[src/dma_cfg.svh]
`ifndef DMA_CFG_SVH
`define DMA_CFG_SVH

// dram side
`define DMA_ADDR_W      32
`define DMA_WORD_W      32
`define DMA_DRAM_A_W    12
`define DMA_ROW_LSB     12
`define DMA_ROW_MSB     23
`define DMA_COL_LSB     2
`define DMA_COL_MSB     11
`define DMA_WORD_BYTES  4

// line shapes, weight line is one 3x3 kernel
`define DMA_IN_WORDS    4
`define DMA_WT_WORDS    9
`define DMA_MAX_WORDS   `DMA_WT_WORDS
`define DMA_IN_LINE_W   128
`define DMA_WT_LINE_W   288

`define DMA_BUF_A_W     7

// column command to read data
`define DMA_CAS_LAT     2

`endif

[src/dma_pkg.sv]
package dma_pkg;

	// per-line sequence of the read engine
	typedef enum logic [2:0]
	{
		ST_IDLE  = 3'd0,
		// open the row of the line
		ST_ROW   = 3'd1,
		// one column command per word
		ST_COL   = 3'd2,
		// wait for words still in flight
		ST_DRAIN = 3'd3,
		// hand the full line to the buffer writer
		ST_WRITE = 3'd4
	} dma_state_t;

	// which ping-pong buffer pair a job fills
	typedef enum logic
	{
		BUF_INPUT  = 1'b0,
		BUF_WEIGHT = 1'b1
	} buf_kind_t;

endpackage

[src/dram_burst_ctrl.sv]
`timescale 1ns/100ps
`include "dma_cfg.svh"

module dram_burst_ctrl
(
	input  logic                     clk,
	input  logic                     rst,
	input  logic                     start,
	input  dma_pkg::buf_kind_t       target,
	input  logic [`DMA_ADDR_W-1:0]   dram_addr_start,
	input  logic [`DMA_ADDR_W-1:0]   dram_addr_end,
	input  logic                     word_taken,
	output logic                     dram_ras_n,
	output logic                     dram_cas_n,
	output logic [`DMA_DRAM_A_W-1:0] dram_a,
	output logic                     col_issue,
	output logic                     job_start,
	output logic                     line_write,
	output logic                     last_line,
	output logic                     done,
	output logic                     busy
);
	import dma_pkg::*;

	localparam int CNT_W = $clog2(`DMA_MAX_WORDS + 1);
	localparam int COL_W = `DMA_COL_MSB - `DMA_COL_LSB + 1;
	localparam logic [`DMA_ADDR_W-1:0] STEP = `DMA_WORD_BYTES;

	dma_state_t state;
	dma_state_t next_state;
	logic accept;
	logic [CNT_W-1:0] line_words;
	logic [CNT_W-1:0] col_cnt;
	logic [CNT_W-1:0] taken_cnt;
	logic [`DMA_ADDR_W-1:0] addr_q;
	logic last_q;

	// done cycle still counts as busy, so a start there is dropped
	assign accept = (state == ST_IDLE) && start && !done;
	assign line_words = (target == BUF_WEIGHT) ? CNT_W'(`DMA_WT_WORDS) : CNT_W'(`DMA_IN_WORDS);

	always_comb
	begin
		next_state = state;
		case (state)
			ST_IDLE:
				if (accept)
					next_state = ST_ROW;
			ST_ROW:
				next_state = ST_COL;
			ST_COL:
				if (col_cnt == line_words - 1'b1)
					next_state = ST_DRAIN;
			ST_DRAIN:
				if (word_taken && taken_cnt == line_words - 1'b1)
					next_state = ST_WRITE;
			ST_WRITE:
				next_state = last_q ? ST_IDLE : ST_ROW;
			default:
				next_state = ST_IDLE;
		endcase
	end

	always_ff @(posedge clk, posedge rst)
	begin
		if (rst)
			state <= ST_IDLE;
		else
			state <= next_state;
	end

	// word counters, cleared while the row opens
	always_ff @(posedge clk, posedge rst)
	begin
		if (rst)
		begin
			col_cnt <= '0;
			taken_cnt <= '0;
		end
		else
		begin
			if (state == ST_ROW)
				col_cnt <= '0;
			else if (state == ST_COL)
				col_cnt <= col_cnt + 1'b1;

			if (state == ST_ROW)
				taken_cnt <= '0;
			else if (word_taken)
				taken_cnt <= taken_cnt + 1'b1;
		end
	end

	// byte address of the next column command
	always_ff @(posedge clk, posedge rst)
	begin
		if (rst)
		begin
			addr_q <= '0;
			last_q <= 1'b0;
		end
		else if (accept)
		begin
			addr_q <= dram_addr_start;
			last_q <= 1'b0;
		end
		else if (state == ST_COL)
		begin
			addr_q <= addr_q + STEP;
			if (addr_q == dram_addr_end)
				last_q <= 1'b1;
		end
	end

	// pins follow the state one stage later
	always_ff @(posedge clk, posedge rst)
	begin
		if (rst)
		begin
			dram_ras_n <= 1'b1;
			dram_cas_n <= 1'b1;
			dram_a <= '0;
		end
		else
		begin
			dram_ras_n <= !(state == ST_ROW || state == ST_COL);
			dram_cas_n <= !(state == ST_COL);
			if (state == ST_ROW)
				dram_a <= addr_q[`DMA_ROW_MSB:`DMA_ROW_LSB];
			else if (state == ST_COL)
				dram_a <= {{(`DMA_DRAM_A_W - COL_W){1'b0}}, addr_q[`DMA_COL_MSB:`DMA_COL_LSB]};
		end
	end

	always_ff @(posedge clk, posedge rst)
	begin
		if (rst)
		begin
			job_start <= 1'b0;
			done <= 1'b0;
		end
		else
		begin
			job_start <= accept;
			// lands with the writer's registered enables
			done <= (state == ST_WRITE) && last_q;
		end
	end

	assign col_issue = !dram_cas_n;
	assign line_write = (state == ST_WRITE);
	assign last_line = (state == ST_WRITE) && last_q;
	assign busy = (state != ST_IDLE) || done;

endmodule

[src/word_gather.sv]
`timescale 1ns/100ps
`include "dma_cfg.svh"

module word_gather
(
	input  logic                      clk,
	input  logic                      rst,
	input  logic                      col_issue,
	input  logic [`DMA_WORD_W-1:0]    dram_q,
	output logic                      word_taken,
	output logic [`DMA_WT_LINE_W-1:0] line
);

	localparam int SLOT_W = $clog2(`DMA_MAX_WORDS);

	logic [`DMA_CAS_LAT-1:0] issue_dly;
	logic [SLOT_W-1:0] slot;

	// one stage per cycle of cas latency
	always_ff @(posedge clk, posedge rst)
	begin
		if (rst)
			issue_dly <= '0;
		else
		begin
			issue_dly[0] <= col_issue;
			for (int i = 1; i < `DMA_CAS_LAT; i++)
			begin
				issue_dly[i] <= issue_dly[i-1];
			end
		end
	end

	assign word_taken = issue_dly[`DMA_CAS_LAT-1];

	// restarts in the gap between lines, when nothing is in flight
	always_ff @(posedge clk, posedge rst)
	begin
		if (rst)
			slot <= '0;
		else if (word_taken)
			slot <= slot + 1'b1;
		else if (!col_issue && issue_dly == '0)
			slot <= '0;
	end

	// word 0 goes to the top slot
	always_ff @(posedge clk)
	begin
		if (word_taken)
			line[`DMA_WT_LINE_W - 1 - slot * `DMA_WORD_W -: `DMA_WORD_W] <= dram_q;
	end

endmodule

[src/pingpong_buf_writer.sv]
`timescale 1ns/100ps
`include "dma_cfg.svh"

module pingpong_buf_writer
(
	input  logic                      clk,
	input  logic                      rst,
	input  logic                      job_start,
	input  logic                      line_write,
	input  dma_pkg::buf_kind_t        target,
	input  logic                      bank_sel,
	input  logic [`DMA_BUF_A_W-1:0]   buf_addr_start,
	input  logic [`DMA_WT_LINE_W-1:0] line,
	output logic [1:0]                in_buf_cen,
	output logic [1:0]                in_buf_wen,
	output logic [`DMA_BUF_A_W-1:0]   in_buf_a,
	output logic [`DMA_IN_LINE_W-1:0] in_buf_di,
	output logic [1:0]                wt_buf_cen,
	output logic [1:0]                wt_buf_wen,
	output logic [`DMA_BUF_A_W-1:0]   wt_buf_a,
	output logic [`DMA_WT_LINE_W-1:0] wt_buf_di
);
	import dma_pkg::*;

	logic [`DMA_BUF_A_W-1:0] addr_cnt;
	logic in_sel;
	logic wt_sel;
	logic [1:0] bank_hot;

	assign in_sel = line_write && (target == BUF_INPUT);
	assign wt_sel = line_write && (target == BUF_WEIGHT);
	assign bank_hot = bank_sel ? 2'b10 : 2'b01;

	// one entry per line, starting at the job's base
	always_ff @(posedge clk, posedge rst)
	begin
		if (rst)
			addr_cnt <= '0;
		else if (job_start)
			addr_cnt <= buf_addr_start;
		else if (line_write)
			addr_cnt <= addr_cnt + 1'b1;
	end

	// input lines use only the first four words
	always_ff @(posedge clk)
	begin
		if (in_sel)
		begin
			in_buf_a <= addr_cnt;
			in_buf_di <= line[`DMA_WT_LINE_W-1 -: `DMA_IN_LINE_W];
		end
		if (wt_sel)
		begin
			wt_buf_a <= addr_cnt;
			wt_buf_di <= line;
		end
	end

	// active low, one bank of one kind for a single cycle
	always_ff @(posedge clk, posedge rst)
	begin
		if (rst)
		begin
			in_buf_cen <= 2'b11;
			in_buf_wen <= 2'b11;
		end
		else if (in_sel)
		begin
			in_buf_cen <= ~bank_hot;
			in_buf_wen <= ~bank_hot;
		end
		else
		begin
			in_buf_cen <= 2'b11;
			in_buf_wen <= 2'b11;
		end
	end

	always_ff @(posedge clk, posedge rst)
	begin
		if (rst)
		begin
			wt_buf_cen <= 2'b11;
			wt_buf_wen <= 2'b11;
		end
		else if (wt_sel)
		begin
			wt_buf_cen <= ~bank_hot;
			wt_buf_wen <= ~bank_hot;
		end
		else
		begin
			wt_buf_cen <= 2'b11;
			wt_buf_wen <= 2'b11;
		end
	end

endmodule

[src/dma_read_top.sv]
`timescale 1ns/100ps
`include "dma_cfg.svh"

module dma_read_top
(
	input  logic                      clk,
	input  logic                      rst,
	input  logic                      start,
	input  dma_pkg::buf_kind_t        target,
	input  logic                      bank_sel,
	input  logic [`DMA_ADDR_W-1:0]    dram_addr_start,
	input  logic [`DMA_ADDR_W-1:0]    dram_addr_end,
	input  logic [`DMA_BUF_A_W-1:0]   buf_addr_start,
	output logic                      done,
	output logic                      busy,
	input  logic [`DMA_WORD_W-1:0]    dram_q,
	output logic                      dram_ras_n,
	output logic                      dram_cas_n,
	output logic [`DMA_DRAM_A_W-1:0]  dram_a,
	output logic [1:0]                in_buf_cen,
	output logic [1:0]                in_buf_wen,
	output logic [`DMA_BUF_A_W-1:0]   in_buf_a,
	output logic [`DMA_IN_LINE_W-1:0] in_buf_di,
	output logic [1:0]                wt_buf_cen,
	output logic [1:0]                wt_buf_wen,
	output logic [`DMA_BUF_A_W-1:0]   wt_buf_a,
	output logic [`DMA_WT_LINE_W-1:0] wt_buf_di
);

	logic col_issue;
	logic word_taken;
	logic job_start;
	logic line_write;
	logic [`DMA_WT_LINE_W-1:0] line;

	dram_burst_ctrl i_ctrl
	(
		.clk             (clk),
		.rst             (rst),
		.start           (start),
		.target          (target),
		.dram_addr_start (dram_addr_start),
		.dram_addr_end   (dram_addr_end),
		.word_taken      (word_taken),
		.dram_ras_n      (dram_ras_n),
		.dram_cas_n      (dram_cas_n),
		.dram_a          (dram_a),
		.col_issue       (col_issue),
		.job_start       (job_start),
		.line_write      (line_write),
		.last_line       (),
		.done            (done),
		.busy            (busy)
	);

	word_gather i_gather
	(
		.clk        (clk),
		.rst        (rst),
		.col_issue  (col_issue),
		.dram_q     (dram_q),
		.word_taken (word_taken),
		.line       (line)
	);

	pingpong_buf_writer i_writer
	(
		.clk            (clk),
		.rst            (rst),
		.job_start      (job_start),
		.line_write     (line_write),
		.target         (target),
		.bank_sel       (bank_sel),
		.buf_addr_start (buf_addr_start),
		.line           (line),
		.in_buf_cen     (in_buf_cen),
		.in_buf_wen     (in_buf_wen),
		.in_buf_a       (in_buf_a),
		.in_buf_di      (in_buf_di),
		.wt_buf_cen     (wt_buf_cen),
		.wt_buf_wen     (wt_buf_wen),
		.wt_buf_a       (wt_buf_a),
		.wt_buf_di      (wt_buf_di)
	);

endmodule

[config.mk]
export PLATFORM = sky130hd
export DESIGN_NAME = dma_read_top
export DESIGN_NICKNAME = d
export VERILOG_FILES = /design/src/dma_pkg.sv /design/src/dram_burst_ctrl.sv /design/src/word_gather.sv /design/src/pingpong_buf_writer.sv /design/src/dma_read_top.sv
export VERILOG_INCLUDE_DIRS = /design/src
export SDC_FILE = /design/constraint.sdc
export NUM_CORES = 1
export LEC_CHECK = 0
export CAP_MARGIN = 25
export CELL_PAD_IN_SITES_DETAIL_PLACEMENT = 0
export CELL_PAD_IN_SITES_GLOBAL_PLACEMENT = 1
export CORE_MARGIN = 2
export CORE_UTILIZATION = 35
export CTS_BUF_LIST = sky130_fd_sc_hd__clkbuf_2
export CTS_CLUSTER_SIZE = 40
export DETAILED_ROUTE_END_ITERATION = 10
export DONT_BUFFER_PORTS = 1
export GPL_TIMING_DRIVEN = 0
export PLACE_DENSITY = 0.68
export SLEW_MARGIN = 20
export SYNTH_ARGS = -nofsm -noshare
export SYNTH_HDL_FRONTEND = slang
export SYNTH_HIERARCHICAL = 1
export SYNTH_SLANG_ARGS = --single-unit
[constraint.sdc]
create_clock -name clk -period 22.9 [get_ports clk]
set_clock_uncertainty 0.05 [all_clocks]
set_input_delay 3.435 -clock clk [delete_from_list [all_inputs] [get_ports clk]]
set_output_delay 3.435 -clock clk [all_outputs]
set_load 0.005 [all_outputs]
==> flow_metrics.tcl <==
set metrics [dict create \
    die_x_um 288 \
    synth-seq-cells 795 \
    numPortBuffers 0 \
    critPathMaxFanout 8 \
    p_leak_uw 0.0124 \
    yosysWarningCount 6 \
    multi_input_area_um2 4250 \
    timing.critical_path.buf_inv 2 \
    transition_time_at_the_pin_with_the_least_slew_margin_ns 1.01 \
    overall_via_count_from_detail_route 14400 \
    pre_cts_ws_ns 17.44 \
    setup_tns_ns 0 \
    cp_top_family "simple AND/OR/NAND/NOR gates" \
    hold_buffers 0 \
    fmax_mhz 159 \
    ioPinCount 562 \
    ant_nets 0 \
    critical_path_class "reg2out" \
    power.density_nw_per_um2 79.3 \
    dominantRegCellSynth "edfxtp_1" \
    drcViolationCount 0 \
    worst_vdd_drop_v 0.0000374 \
    dieHeight_um 288 \
    slowest_stage "nor4_1" \
    rows 104 \
    cp_slowest_stage_delay_ns 0.75 \
    max_slew_margin_pct 32.8 \
    number_of_antenna_violations_at_the_first_check_in_global_routing 12 \
    post-route-period-util_pct 27.5 \
    drt-wirelength-per-cell_um 25.6 \
    synth_enable_flop_cells 718 \
    cts-buffers-inserted 193 \
    yosysUniqueCellTypes 60 \
    grt-ovfl-total 0 \
    cts.repair_timing.setup_buffer_count 0 \
    finalPower_uw 2550 \
    critPathCaptureType "output port" \
    finalHoldViolations 0 \
    via_count_of_the_first_global_routing_pass 14400 \
    postSynthNetCount 1643 \
    area_growth_syn_to_layout_pct 14.0 \
    share_of_synthesized_flip_flops_with_an_asynchronous_set_or_reset_pct 9.69 \
    fraction_of_final_layout_cells_sized_beyond_drive_strength_1_pct 21.6 \
    aggregate_global_route_resource_usage_pct 17.8 \
    fillCellCount 7254 \
    grt_setup_unrepaired "no" \
    cts_tree "built" \
    clkTransAtPathRegs_ns 0.11 \
    drt-pass1-iter-count 5 \
    most_common_cell_after_layout_fill_and_taps_aside "edfxtp_1" \
    initial_core_util_pct 35.2 \
    final-seq-area_um2 23500 \
    synth.cell_area_um2 28200 \
    hold_wc_path_type "reg2reg" \
    crit_path_start_kind "flop" \
    full_die_area_um2 82800 \
    crit_required_ns 19.42 \
    route.detailed.vias_per_inst 4.82 \
    place.detailed.hpwl_um 53600 \
    post_cts_resize_count 0 \
    setup_viol 0 \
    clock_sink_count 795 \
    synthCells 1529 \
    timing.final.ws_setup_ns 16.61 \
    syn_avg_cell_area_um2 18.4 \
    drtIter0Drc 1255 \
    pin_count_of_the_biggest_net_entering_global_routing 61 \
    clock_latency_ns 1.44 \
    crit_path_cell_trace "buf_2 > nor4_1 > inv_1" \
    cts_buffer_depth 3 \
    nets 1867 \
    finalCriticalPeriod_ns 6.29 \
    grt_first_pass_wirelength_um 104000 \
    outcome "completed" \
    ctsHtreeMaxLevel 4 \
    globalplace.congestion 0.841 \
    clockRootBuffer "clkbuf_2" \
    synth_sequential_area_ratio_pct 83.3 \
    final_core_utilization_pct 40.1 \
    totalWireLength_um 76100 \
    cp_data_arrival_time_ns 2.81 \
    drv_cap 0 \
    timing.hold.ws_ns 0.298 \
    layout.cells.most_common_list "718 x edfxtp_1, 259 x clkbuf_2, 225 x and2_1" \
    design.core.area_um2 80200 \
    timing_max_transition_violations_final 0 \
]
## area by class of cell
cell class,instances,share of cell area (%)
Timing Repair Buffer,29,1.83
Sequential cell,795,73.1
Multi-Input combinational cell,650,13.2
Buffer,69,1.38
Clock inverter,98,2.11
Inverter,15,0.183
Tap cell,1060,4.13
Antenna cell,7,0.0545
Clock buffer,257,4.00
## state kept, by name, indices dropped and copies added, names as in the netlist, 4 cells and up
name / count
i_writer/in_buf_a: 7
i_writer/addr_cnt: 7
i_ctrl/dram_a: 12
i_gather/slot: 4
i_writer/wt_buf_a: 7
i_gather/line: 288
i_ctrl/addr_q: 32
i_ctrl/taken_cnt: 4
i_ctrl/col_cnt: 4
i_writer/wt_buf_di: 288
i_writer/in_buf_di: 128
## cell usage after synthesis, types with 3 or more instances
library cell,count,share of area [%]
edfxtp_1,718,76
and2_1,228,5.1
nand2_1,79,1.1
dfrtp_1,71,6.3
and3_1,69,1.5
xnor2_1,38,1.2
xor2_1,30,0.93
nand3_1,26,0.46
o21ai_0,23,0.41
nor2_1,22,0.29
clkbuf_1,21,0.28
o21ai_1,19,0.34
nand4_1,18,0.40
buf_4,17,0.45
buf_2,16,0.28
inv_1,14,0.19
buf_6,13,0.52
mux2i_1,11,0.39
o21ai_2,8,0.25
a21oi_1,6,0.11
dfstp_2,6,0.56
ha_1,6,0.27
nor2b_1,5,0.11
nor3_1,5,0.089
nor4_1,5,0.11
a31oi_1,4,0.089
a22o_1,3,0.093
nand2b_1,3,0.067
nor4bb_1,3,0.11
o211ai_1,3,0.080
or3_1,3,0.067
## cell families after synthesis
| family | share of synthesized area (%) |
|---|---|
| simple gates | 10.3 |
| compound gates | 1.82 |
| buf+inv | 1.77 |
| xor+xnor | 2.11 |
| flops | 83.3 |
| fa+ha+maj | 0.266 |
| mux | 0.430 |
## path summary, 6_finish.rpt
check                           cells after the start                from                 endpoint  slack [ns]
worst max register to register                      8    i_gather/slot[0]       i_gather/line[201]       19.31
worst min register to register                      0  i_gather/line[124]  i_writer/wt_buf_di[124]        0.30
min in group asynchronous                           1                 rst    i_gather/issue_dly[1]        1.83
max in group asynchronous                           2                 rst        i_ctrl/dram_cas_n       20.36
worst max-delay path                                3     i_ctrl/state[1]                     busy       16.61
worst min-delay path                                0  i_gather/line[124]  i_writer/wt_buf_di[124]        0.30
## metrics by stage
step / instance area, um2 / std cells
3_3_place_gp: 29500 / 2589
3_5_place_dp: 30200 / 2618
6_report: 32100 / 2980
5_1_grt: 32100 / 2979
2_1_floorplan: 28200 / 1529
4_1_cts: 32100 / 2973
## metal layers
| layer | track usage [%] | up-vias | wire length, um |
|---|---|---|---|
| li1 | - | 6254 | - |
| met1 | 19.6 | 7218 | 27500 |
| met2 | 30.7 | 762 | 38700 |
| met3 | 7.31 | 119 | 7980 |
| met4 | 6.90 | 0 | 2020 |
| met5 | 0 | - | 0 |
## power breakdown
part           total (uW)  switching, uW  internal (uW)
Clock                 982            591            391
Sequential           1560          0.199           1560
Combinational        9.07           4.68           4.39
(Power assumes the default switching activity.)
